## config.mk

```make
export PLATFORM = sky130hd
export DESIGN_NAME = rv_core
export DESIGN_NICKNAME = d
export VERILOG_FILES = /design/src/common/rv_core_pkg.sv /design/src/design/alu.sv /design/src/design/hazard_unit.sv /design/src/design/inst_decoder.sv /design/src/design/reg_file.sv /design/src/design/stage_reg.sv /design/src/rv_core/rv_core.sv
export VERILOG_INCLUDE_DIRS = /design/src /design/src/common
export SDC_FILE = /design/constraint.sdc
export NUM_CORES = 2
export LEC_CHECK = 0
export BUFFER_PORTS_ARGS = -buffer_cell sky130_fd_sc_hd__buf_4
export CAP_MARGIN = 20
export CORE_AREA = 2 2 436 438
export DETAILED_ROUTE_END_ITERATION = 8
export DIE_AREA = 0 0 438 440
export GPL_TIMING_DRIVEN = 0
export SYNTH_ARGS = -nofsm -noshare
export SYNTH_HDL_FRONTEND = slang
export SYNTH_SLANG_ARGS = --single-unit
```

## constraint.sdc

```tcl
create_clock -name clk -period 8.2 [get_ports clk]
set_input_delay 1.64 -clock clk [delete_from_list [all_inputs] [get_ports clk]]
set_output_delay 1.64 -clock clk [all_outputs]
set_load 0.005 [all_outputs]
```

## src/common/rv_core_config.svh

```systemverilog
// Core sizing for RV32I only; the decoder immediates assume XLEN is 32
`ifndef RV_CORE_CONFIG_SVH
`define RV_CORE_CONFIG_SVH

// Data and address width
`define XLEN 32

// Register index width and register count
`define REG_ADDR_W 5
`define NUM_REGS 32

// First fetch address after reset
`define RESET_PC 32'h0000_0000

// ADDI x0, x0, 0
`define NOP_INST 32'h0000_0013

`endif

```

## src/common/rv_core_pkg.sv

```systemverilog
// Shared types for the five-stage core; field widths follow rv_core_config.svh
`include "rv_core_config.svh"

package rv_core_pkg;

    typedef enum logic [3:0] {
        ALU_ADD,
        ALU_SUB,
        ALU_AND,
        ALU_OR,
        ALU_XOR,
        ALU_SLL,
        ALU_SRL,
        ALU_SRA,
        ALU_SLT
    } alu_op_e;

    // Operand source for the EX stage
    typedef enum logic [1:0] {
        FWD_REG = 2'b00,
        FWD_WB  = 2'b01,
        FWD_MEM = 2'b10
    } fwd_sel_e;

    typedef struct packed {
        logic [`XLEN-1:0] pc;
        logic [`XLEN-1:0] inst;
    } if_id_t;

    typedef struct packed {
        logic [`XLEN-1:0]       pc;
        logic [`XLEN-1:0]       rs1_val;
        logic [`XLEN-1:0]       rs2_val;
        logic [`XLEN-1:0]       imm;
        logic [`REG_ADDR_W-1:0] rs1;
        logic [`REG_ADDR_W-1:0] rs2;
        logic [`REG_ADDR_W-1:0] rd;
        alu_op_e                alu_op;
        logic                   alu_src;    // Immediate as ALU operand b
        logic                   reg_write;
        logic                   mem_read;
        logic                   mem_write;
        logic                   branch;
        logic                   branch_ne;  // Inverts the equality test
        logic                   jal;
        logic                   jalr;
    } id_ex_t;

    typedef struct packed {
        logic [`XLEN-1:0]       result;     // ALU result or link address
        logic [`XLEN-1:0]       store_data;
        logic [`REG_ADDR_W-1:0] rd;
        logic                   reg_write;
        logic                   mem_read;
        logic                   mem_write;
    } ex_mem_t;

    typedef struct packed {
        logic [`XLEN-1:0]       wb_data;
        logic [`REG_ADDR_W-1:0] rd;
        logic                   reg_write;
    } mem_wb_t;

endpackage

```

## src/design/alu.sv

```systemverilog
// Integer ALU for the kept RV32I subset; shifts use only the low 5 bits of b
`timescale 1ns/1ns
`include "rv_core_config.svh"

module alu import rv_core_pkg::*; (
    input  alu_op_e          op,
    input  logic [`XLEN-1:0] a,
    input  logic [`XLEN-1:0] b,
    output logic [`XLEN-1:0] y
);

    logic [4:0] shamt;
    logic       lt;

    assign shamt = b[4:0];
    assign lt    = $signed(a) < $signed(b);    // Signed compare for SLT

    always_comb begin
        case (op)
            ALU_ADD: y = a + b;
            ALU_SUB: y = a - b;
            ALU_AND: y = a & b;
            ALU_OR:  y = a | b;
            ALU_XOR: y = a ^ b;
            ALU_SLL: y = a << shamt;
            ALU_SRL: y = a >> shamt;
            ALU_SRA: y = $unsigned($signed(a) >>> shamt);
            ALU_SLT: y = {{(`XLEN-1){1'b0}}, lt};
            default: y = a + b;
        endcase
    end

endmodule

```

## src/design/hazard_unit.sv

```systemverilog
// Forwarding into EX from MEM then WB; x0 is never forwarded and a load stalls its consumer
`timescale 1ns/1ns
`include "rv_core_config.svh"

module hazard_unit import rv_core_pkg::*; (
    input  logic [`REG_ADDR_W-1:0] ex_rs1,
    input  logic [`REG_ADDR_W-1:0] ex_rs2,
    input  logic [`REG_ADDR_W-1:0] mem_rd,
    input  logic                   mem_reg_write,
    input  logic [`REG_ADDR_W-1:0] wb_rd,
    input  logic                   wb_reg_write,
    input  logic [`REG_ADDR_W-1:0] ex_rd,
    input  logic                   ex_mem_read,
    input  logic [`REG_ADDR_W-1:0] id_rs1,
    input  logic [`REG_ADDR_W-1:0] id_rs2,
    output fwd_sel_e               fwd_a,
    output fwd_sel_e               fwd_b,
    output logic                   load_use
);

    logic mem_live;
    logic wb_live;

    assign mem_live = mem_reg_write && (mem_rd != '0);
    assign wb_live  = wb_reg_write && (wb_rd != '0);

    // Younger result wins
    function automatic fwd_sel_e pick(input logic [`REG_ADDR_W-1:0] rs,
                                      input logic [`REG_ADDR_W-1:0] m_rd,
                                      input logic                   m_live,
                                      input logic [`REG_ADDR_W-1:0] w_rd,
                                      input logic                   w_live);
        if (m_live && m_rd == rs) begin
            return FWD_MEM;
        end else if (w_live && w_rd == rs) begin
            return FWD_WB;
        end
        return FWD_REG;
    endfunction

    assign fwd_a = pick(ex_rs1, mem_rd, mem_live, wb_rd, wb_live);
    assign fwd_b = pick(ex_rs2, mem_rd, mem_live, wb_rd, wb_live);

    assign load_use = ex_mem_read && (ex_rd != '0) && (ex_rd == id_rs1 || ex_rd == id_rs2);

endmodule

```

## src/design/inst_decoder.sv

```systemverilog
// Decodes the kept RV32I subset; any other encoding comes out as a NOP
`timescale 1ns/1ns
`include "rv_core_config.svh"

module inst_decoder import rv_core_pkg::*; (
    input  logic [`XLEN-1:0] inst,
    output id_ex_t           ctrl,
    output logic [`XLEN-1:0] imm
);

    localparam logic [6:0] OP_REG    = 7'b0110011;
    localparam logic [6:0] OP_IMM    = 7'b0010011;
    localparam logic [6:0] OP_LOAD   = 7'b0000011;
    localparam logic [6:0] OP_STORE  = 7'b0100011;
    localparam logic [6:0] OP_BRANCH = 7'b1100011;
    localparam logic [6:0] OP_JAL    = 7'b1101111;
    localparam logic [6:0] OP_JALR   = 7'b1100111;

    logic [2:0]       funct3;
    logic [`XLEN-1:0] imm_i;
    logic [`XLEN-1:0] imm_s;
    logic [`XLEN-1:0] imm_b;
    logic [`XLEN-1:0] imm_j;
    logic [`XLEN-1:0] imm_sh;
    alu_op_e          r_op;
    alu_op_e          i_op;
    logic             r_ok;
    logic             i_ok;

    assign funct3 = inst[14:12];
    assign imm_i  = {{(`XLEN-12){inst[31]}}, inst[31:20]};
    assign imm_s  = {{(`XLEN-12){inst[31]}}, inst[31:25], inst[11:7]};
    assign imm_b  = {{(`XLEN-12){inst[31]}}, inst[7], inst[30:25], inst[11:8], 1'b0};
    assign imm_j  = {{(`XLEN-20){inst[31]}}, inst[19:12], inst[20], inst[30:21], 1'b0};
    assign imm_sh = {{(`XLEN-5){1'b0}}, inst[24:20]};    // Shamt, zero extended

    // Register-register forms
    always_comb begin
        r_ok = 1'b1;
        case (funct3)
            3'b000:  r_op = inst[30] ? ALU_SUB : ALU_ADD;
            3'b010:  r_op = ALU_SLT;
            3'b100:  r_op = ALU_XOR;
            3'b110:  r_op = ALU_OR;
            3'b111:  r_op = ALU_AND;
            default: begin
                r_op = ALU_ADD;
                r_ok = 1'b0;        // Shifts and SLTU not kept
            end
        endcase
    end

    // Register-immediate forms
    always_comb begin
        i_ok = 1'b1;
        case (funct3)
            3'b000:  i_op = ALU_ADD;
            3'b001:  i_op = ALU_SLL;
            3'b010:  i_op = ALU_SLT;
            3'b100:  i_op = ALU_XOR;
            3'b101:  i_op = inst[30] ? ALU_SRA : ALU_SRL;
            3'b110:  i_op = ALU_OR;
            3'b111:  i_op = ALU_AND;
            default: begin
                i_op = ALU_ADD;
                i_ok = 1'b0;        // SLTIU
            end
        endcase
    end

    always_comb begin
        ctrl     = '0;
        imm      = '0;
        ctrl.rs1 = inst[19:15];
        ctrl.rs2 = inst[24:20];
        ctrl.rd  = inst[11:7];
        case (inst[6:0])
            OP_REG: begin
                ctrl.alu_op    = r_op;
                ctrl.reg_write = r_ok;
            end
            OP_IMM: begin
                ctrl.alu_op    = i_op;
                ctrl.alu_src   = 1'b1;
                ctrl.reg_write = i_ok;
                imm            = (funct3[1:0] == 2'b01) ? imm_sh : imm_i;
            end
            OP_LOAD: begin
                ctrl.alu_src   = 1'b1;
                ctrl.mem_read  = (funct3 == 3'b010);    // LW only
                ctrl.reg_write = (funct3 == 3'b010);
                imm            = imm_i;
            end
            OP_STORE: begin
                ctrl.alu_src   = 1'b1;
                ctrl.mem_write = (funct3 == 3'b010);    // SW only
                imm            = imm_s;
            end
            OP_BRANCH: begin
                ctrl.branch    = (funct3[2:1] == 2'b00);
                ctrl.branch_ne = (funct3 == 3'b001);
                imm            = imm_b;
            end
            OP_JAL: begin
                ctrl.jal       = 1'b1;
                ctrl.reg_write = 1'b1;
                imm            = imm_j;
            end
            OP_JALR: begin
                ctrl.jalr      = 1'b1;
                ctrl.alu_src   = 1'b1;   // rs1 + imm through the ALU
                ctrl.reg_write = 1'b1;
                imm            = imm_i;
            end
            default: ctrl.alu_op = ALU_ADD;
        endcase
    end

endmodule

```

## src/design/reg_file.sv

```systemverilog
// Two read ports, one write port; a read of the register being written returns the new value
`timescale 1ns/1ns
`include "rv_core_config.svh"

module reg_file (
    input  logic                   clk,
    input  logic                   RST_n,
    input  logic                   we,
    input  logic [`REG_ADDR_W-1:0] waddr,
    input  logic [`XLEN-1:0]       wdata,
    input  logic [`REG_ADDR_W-1:0] raddr1,
    input  logic [`REG_ADDR_W-1:0] raddr2,
    output logic [`XLEN-1:0]       rdata1,
    output logic [`XLEN-1:0]       rdata2
);

    logic [`XLEN-1:0] regs [`NUM_REGS];
    logic             wr_live;

    assign wr_live = we && (waddr != '0);    // x0 never written

    always_ff @(posedge clk) begin
        if (!RST_n) begin
            for (int i = 0; i < `NUM_REGS; i++) begin
                regs[i] <= '0;
            end
        end else if (wr_live) begin
            regs[waddr] <= wdata;
        end
    end

    // Write-through bypass
    assign rdata1 = (wr_live && waddr == raddr1) ? wdata : regs[raddr1];
    assign rdata2 = (wr_live && waddr == raddr2) ? wdata : regs[raddr2];

    x0_reads_zero: assert property (@(posedge clk) disable iff (!RST_n)
        ((raddr1 == '0) -> (rdata1 == '0)) && ((raddr2 == '0) -> (rdata2 == '0)))
        else $error("reg_file x0 read back nonzero");

endmodule

```

## src/design/stage_reg.sv

```systemverilog
// Pipeline register; hold beats flush, and the two must never be raised together
`timescale 1ns/1ns

module stage_reg import rv_core_pkg::*; #(
    parameter type      payload_t = if_id_t,
    parameter payload_t BUBBLE    = '0
) (
    input  logic     clk,
    input  logic     RST_n,
    input  logic     hold,
    input  logic     flush,
    input  payload_t d,
    output payload_t q
);

    always_ff @(posedge clk) begin
        if (!RST_n) begin
            q <= BUBBLE;
        end else if (hold) begin
            q <= q;             // Frozen stage
        end else if (flush) begin
            q <= BUBBLE;        // Squashed instruction
        end else begin
            q <= d;
        end
    end

    hold_flush_excl: assert property (@(posedge clk) disable iff (!RST_n) !(hold && flush))
        else $error("stage_reg hold and flush raised in the same cycle");

endmodule

```

## src/rv_core/rv_core.sv

```systemverilog
// Memories must answer in the same cycle; dmem_stall freezes the whole pipeline, fetch never stalls
`timescale 1ns/1ns
`include "rv_core_config.svh"

module rv_core import rv_core_pkg::*; (
    input  logic             clk,
    input  logic             RST_n,
    output logic [`XLEN-3:0] imem_addr,
    input  logic [`XLEN-1:0] imem_rdata,
    output logic             dmem_ren,
    output logic             dmem_wen,
    output logic [`XLEN-3:0] dmem_addr,
    output logic [`XLEN-1:0] dmem_wdata,
    input  logic [`XLEN-1:0] dmem_rdata,
    input  logic             dmem_stall,
    output logic [`XLEN-1:0] pc
);

    localparam if_id_t IF_ID_BUBBLE = '{pc: '0, inst: `NOP_INST};

    if_id_t           if_id_d, if_id_q;
    id_ex_t           id_ex_d, id_ex_q;
    ex_mem_t          ex_mem_d, ex_mem_q;
    mem_wb_t          mem_wb_d, mem_wb_q;
    id_ex_t           dec_ctrl;
    logic [`XLEN-1:0] dec_imm;
    logic [`XLEN-1:0] rf_rdata1, rf_rdata2;
    fwd_sel_e         fwd_a, fwd_b;
    logic             load_use;
    logic [`XLEN-1:0] op_a, rs2_fwd, alu_b, alu_y;
    logic [`XLEN-1:0] target, link;
    logic             br_taken, redirect;
    logic             if_id_hold, if_id_flush, id_ex_flush;

    function automatic logic [`XLEN-1:0] fwd_mux(input fwd_sel_e         sel,
                                                 input logic [`XLEN-1:0] rf_val,
                                                 input logic [`XLEN-1:0] mem_val,
                                                 input logic [`XLEN-1:0] wb_val);
        case (sel)
            FWD_MEM: return mem_val;
            FWD_WB:  return wb_val;
            default: return rf_val;
        endcase
    endfunction

    // Stage control
    assign if_id_hold  = dmem_stall || load_use;
    assign if_id_flush = redirect && !if_id_hold;
    assign id_ex_flush = (redirect || load_use) && !dmem_stall;   // Bubble after a load

    // IF
    always_ff @(posedge clk) begin
        if (!RST_n) begin
            pc <= `RESET_PC;
        end else if (!dmem_stall) begin
            if (redirect) begin
                pc <= target;
            end else if (!load_use) begin
                pc <= pc + `XLEN'(4);
            end
        end
    end

    assign imem_addr = pc[`XLEN-1:2];
    assign if_id_d   = '{pc: pc, inst: imem_rdata};

    stage_reg #(.payload_t(if_id_t), .BUBBLE(IF_ID_BUBBLE)) i_if_id (
        .clk(clk), .RST_n(RST_n), .hold(if_id_hold), .flush(if_id_flush),
        .d(if_id_d), .q(if_id_q)
    );

    // ID
    inst_decoder i_dec (.inst(if_id_q.inst), .ctrl(dec_ctrl), .imm(dec_imm));

    reg_file i_rf (
        .clk(clk), .RST_n(RST_n),
        .we(mem_wb_q.reg_write && !dmem_stall), .waddr(mem_wb_q.rd), .wdata(mem_wb_q.wb_data),
        .raddr1(dec_ctrl.rs1), .raddr2(dec_ctrl.rs2),
        .rdata1(rf_rdata1), .rdata2(rf_rdata2)
    );

    always_comb begin
        id_ex_d         = dec_ctrl;
        id_ex_d.pc      = if_id_q.pc;
        id_ex_d.rs1_val = rf_rdata1;
        id_ex_d.rs2_val = rf_rdata2;
        id_ex_d.imm     = dec_imm;
    end

    stage_reg #(.payload_t(id_ex_t)) i_id_ex (
        .clk(clk), .RST_n(RST_n), .hold(dmem_stall), .flush(id_ex_flush),
        .d(id_ex_d), .q(id_ex_q)
    );

    hazard_unit i_hazard (
        .ex_rs1(id_ex_q.rs1), .ex_rs2(id_ex_q.rs2),
        .mem_rd(ex_mem_q.rd), .mem_reg_write(ex_mem_q.reg_write),
        .wb_rd(mem_wb_q.rd), .wb_reg_write(mem_wb_q.reg_write),
        .ex_rd(id_ex_q.rd), .ex_mem_read(id_ex_q.mem_read),
        .id_rs1(dec_ctrl.rs1), .id_rs2(dec_ctrl.rs2),
        .fwd_a(fwd_a), .fwd_b(fwd_b), .load_use(load_use)
    );

    // EX
    assign op_a    = fwd_mux(fwd_a, id_ex_q.rs1_val, ex_mem_q.result, mem_wb_q.wb_data);
    assign rs2_fwd = fwd_mux(fwd_b, id_ex_q.rs2_val, ex_mem_q.result, mem_wb_q.wb_data);
    assign alu_b   = id_ex_q.alu_src ? id_ex_q.imm : rs2_fwd;

    alu i_alu (.op(id_ex_q.alu_op), .a(op_a), .b(alu_b), .y(alu_y));

    assign br_taken = id_ex_q.branch && ((op_a == rs2_fwd) ^ id_ex_q.branch_ne);
    assign redirect = br_taken || id_ex_q.jal || id_ex_q.jalr;
    assign target   = id_ex_q.jalr ? {alu_y[`XLEN-1:1], 1'b0} : id_ex_q.pc + id_ex_q.imm;
    assign link     = id_ex_q.pc + `XLEN'(4);

    always_comb begin
        ex_mem_d.result     = (id_ex_q.jal || id_ex_q.jalr) ? link : alu_y;
        ex_mem_d.store_data = rs2_fwd;
        ex_mem_d.rd         = id_ex_q.rd;
        ex_mem_d.reg_write  = id_ex_q.reg_write;
        ex_mem_d.mem_read   = id_ex_q.mem_read;
        ex_mem_d.mem_write  = id_ex_q.mem_write;
    end

    stage_reg #(.payload_t(ex_mem_t)) i_ex_mem (
        .clk(clk), .RST_n(RST_n), .hold(dmem_stall), .flush(1'b0),
        .d(ex_mem_d), .q(ex_mem_q)
    );

    // MEM request held steady while stalled
    assign dmem_ren   = ex_mem_q.mem_read;
    assign dmem_wen   = ex_mem_q.mem_write;
    assign dmem_addr  = ex_mem_q.result[`XLEN-1:2];
    assign dmem_wdata = ex_mem_q.store_data;

    always_comb begin
        mem_wb_d.wb_data   = ex_mem_q.mem_read ? dmem_rdata : ex_mem_q.result;
        mem_wb_d.rd        = ex_mem_q.rd;
        mem_wb_d.reg_write = ex_mem_q.reg_write;
    end

    stage_reg #(.payload_t(mem_wb_t)) i_mem_wb (
        .clk(clk), .RST_n(RST_n), .hold(dmem_stall), .flush(1'b0),
        .d(mem_wb_d), .q(mem_wb_q)
    );

endmodule

```

==> impl_metrics.py <==
metrics = {
    "run_status": {
        "violations": "design-rule violations, negative setup slack",
        "outcome": "finished, violations left",
    },
    "clock_tree": {
        "numCtsBuffers": 155,
        "root_buffer": "clkbuf_16",
        "cts.sinks": 1384,
        "cts_tree": "yes",
        "clk_pin_slew_ps": 70,
        "cts-hold-fix-buffers": 0,
        "clockBufferDepth": 3,
        "cts_setup_buffers": 0,
        "clock_latency_ps": 890,
        "htreeDepth": 4,
    },
    "power": {
        "swShare_pct": 30.7,
        "p_seq_share_pct": 42.8,
        "clkPwrFrac_pct": 37.5,
        "irDropWorstVdd_mv": 0.176,
        "p_sw_mw": 5.72,
        "p_leak_nw": 34.3,
        "power.internal_mw": 12.9,
        "p_comb_share_pct": 19.7,
        "p_per_area_nw_per_um2": 193,
        "power_mw": 18.7,
    },
    "die": {
        "ios": 193,
        "initial_core_util_pct": 44.6,
        "rows": 160,
        "dieHeight_um": 440,
        "die_area_sq_um": 193000,
        "coreArea_sq_um": 189000,
        "die_x_um": 438,
    },
    "routing": {
        "wl_mm": 389,
        "drc": 1,
        "dr.pass1.iters": 9,
        "routedWlPerCell_um": 36.6,
        "vias": 71100,
        "drt_iter0_markers": 10600,
        "drtAntennaViolNets": 0,
        "via_per_inst": 6.69,
    },
    "logic_synthesis": {
        "synth-seq-cells": 1384,
        "syn-mean-instance-area_sq_um": 11.3,
        "yosysWarningCount": 0,
        "synth_area_sq_um": 84100,
        "async_flop_share_pct": 0,
        "synth_cell_types": 100,
        "synth_cells": 7450,
        "ys_seq_area_share_pct": 45.1,
        "synth-main-ff-cell": "edfxtp_1",
        "synth-edff-count": 1024,
    },
    "timing": {
        "fin_ws_ps": -27.8,
        "fin_crit_ps": 8230,
        "grt_setup_unrepaired": "no",
        "fin_skew_ps": 61.2,
        "finalHoldViolations": 0,
        "tightest_slew_ps": 1440,
        "maxSlewHeadroom_pct": 4.21,
        "slew_viol_final": 0,
        "setup_viol": 1,
        "fmax_mhz": 122,
        "holdWs_ps": 455,
        "tns_ps": -27.8,
        "post-route-period-util_pct": 100,
    },
    "grt": {
        "antenna_found_initial": 17,
        "grt_pass1_vias": 67300,
        "grt_max_degree": 24,
        "grt_usage_pct": 39.6,
        "grt_remaining_overflow": 0,
        "grt_pass1_wl_mm": 531,
    },
    "setup_path": {
        "critPathRequiredTime_ps": 8970,
        "r2r-start": "i_ex_mem.q[4]",
        "end_kind": "register",
        "ff2ff_setup_slack_ps": -30,
        "crit_type": "reg2reg",
        "r2r_cells": 24,
        "start_kind": "register",
        "crit_fanout": 19,
        "cp_data_arrival_time_ps": 9000,
        "reg2reg_to": "pc[31]",
    },
    "final_layout": {
        "layout.cells.most_common": "and2_1",
        "seq_area_sq_um": 38000,
        "multi_input_area_sq_um": 42900,
        "synthToLayoutAreaGrowth_pct": 15.3,
        "most-common-layout-cells": "and2_1, edfxtp_1, mux4_2",
        "final_nets": 8180,
        "final_util_pct": 51.4,
        "fillers": 16800,
        "drive_gt1_share_pct": 18.3,
    },
    "min_path": {
        "hold_end": "i_if_id.q[42]",
        "hp-class": "reg2reg",
        "hold_start": "i_if_id.q[42]",
        "holdPathStages": 2,
    },
    "placement": {
        "place_worst_setup_slack_ps": -2520,
        "hpwl_mm": 297,
        "portBuffers": 191,
        "gp_congestion": 1.04,
    },
    "job": {
        "drv_cap": 0,
    },
}
## per-layer routing
layer | track usage, % | up-vias | share of wire (%)
met1 | 47.7 | 35500 | 35
met2 | 61.0 | 5138 | 44
li1 | - | 29000 | -
met4 | 31.5 | 16 | 10
met3 | 9.46 | 1409 | 11
met5 | 0 | - | 0.031
## state kept, by name, summed over array words and instances, names as in the netlist, named ones only
signal      flops
i_rf.regs    1024
i_mem_wb.q     38
i_id_ex.q     144
i_ex_mem.q     72
pc             32
i_if_id.q      64
## final cells by class
class / instances / area share [%]
Multi-Input combinational cell: 5162 / 44.3
Clock buffer: 202 / 4.36
Tap cell: 2511 / 3.24
Buffer: 806 / 3.58
Timing Repair Buffer: 345 / 4.18
Sequential cell: 1384 / 39.1
Antenna cell: 11 / 0.0284
Clock inverter: 75 / 0.694
Inverter: 127 / 0.492
## per-stage QoR
stage | instances | instance area [sq um]
2_1_floorplan | 7481 | 84200
3_3_place_gp | 10200 | 88800
3_5_place_dp | 10300 | 91400
4_1_cts | 10600 | 96400
5_1_grt | 10600 | 96900
6_report | 10600 | 97000
## repair_timing
item / in CTS / in global routing
gates cloned: 0 / 0
gates resized for setup: 20 / 11
setup endpoints to repair: 62 / 29
## worst max-delay path, cell delays in order (launching register included)
cell and delay, ps:
dfxtp_1 380, or4_1 650, o211ai_4 410, nor2_1 110, clkbuf_1 320, buf_2 330
o31ai_4 520, nand2_2 310, inv_2 370, buf_2 460, clkbuf_4 430, ha_1 370
and3b_1 220, o21bai_1 210, a21oi_1 130, o21ai_0 330, a21oi_1 210, o311ai_2 500
a211oi_1 190, o21ai_0 320, a21oi_1 120, a211o_1 230, o21ai_1 490, mux2i_1 260
a21o_1 230
## cells by family (layout without fill, tap and decap cells)
group                      after synthesis  after routing  synth area share [%]
buffers and inverters                  935           1555                  4.67
muxes                                  838            838                  19.6
adders and majority gates              132            132                  1.97
other                                    1             43               0.00446
DFF                                   1384           1384                  45.1
AOI/OAI and AO/OA                     1502           1502                  11.5
and+or+nand+nor                       2510           2510                  15.6
xor gates and xnor gates               148            148                  1.54
## Yosys cell counts, drive strengths merged (52+ instances only)
library cell	number	area, sq um
and2	1037	6490
edfxtp	1024	30700
mux4	645	14500
clkbuf	594	2230
nor2	551	2090
a21oi	481	2420
dfxtp	360	7210
nand2	353	1330
o21ai	306	1540
nand3	263	1320
buf	214	1210
mux2i	167	1700
ha	131	1640
inv	125	469
nor3	117	591
xnor2	110	963
a211oi	96	721
a31oi	94	601
a22oi	80	601
o211ai	52	400
## worst max-delay path by stage
stage	endpoint	slack, ps	start	depth (start not counted)
after floorplan	pc[23]	2070	i_ex_mem.q[4]	24
after global placement	pc[23]	-3750	i_ex_mem.q[4]	24
after detailed placement	pc[31]	-2520	i_ex_mem.q[4]	25
after CTS	i_ex_mem.q[70]	20	i_mem_wb.q[1]	23
after global routing	i_ex_mem.q[70]	40	i_ex_mem.q[4]	24
final	pc[31]	-30	i_ex_mem.q[4]	24
## power groups by stage
stage | Combinational [mW] | Sequential, mW | Clock (mW)
2_1_floorplan | 1.96 | 8.03 | 0
3_3_place_gp | 3.33 | 8.16 | 0
3_5_place_dp | 3.47 | 8.13 | 0
4_1_cts | 3.49 | 7.98 | 6.96
5_1_grt | 3.74 | 8.01 | 7.23
6_report | 3.67 | 8.00 | 6.99
Note: power is estimated with default switching activity, not from simulation.
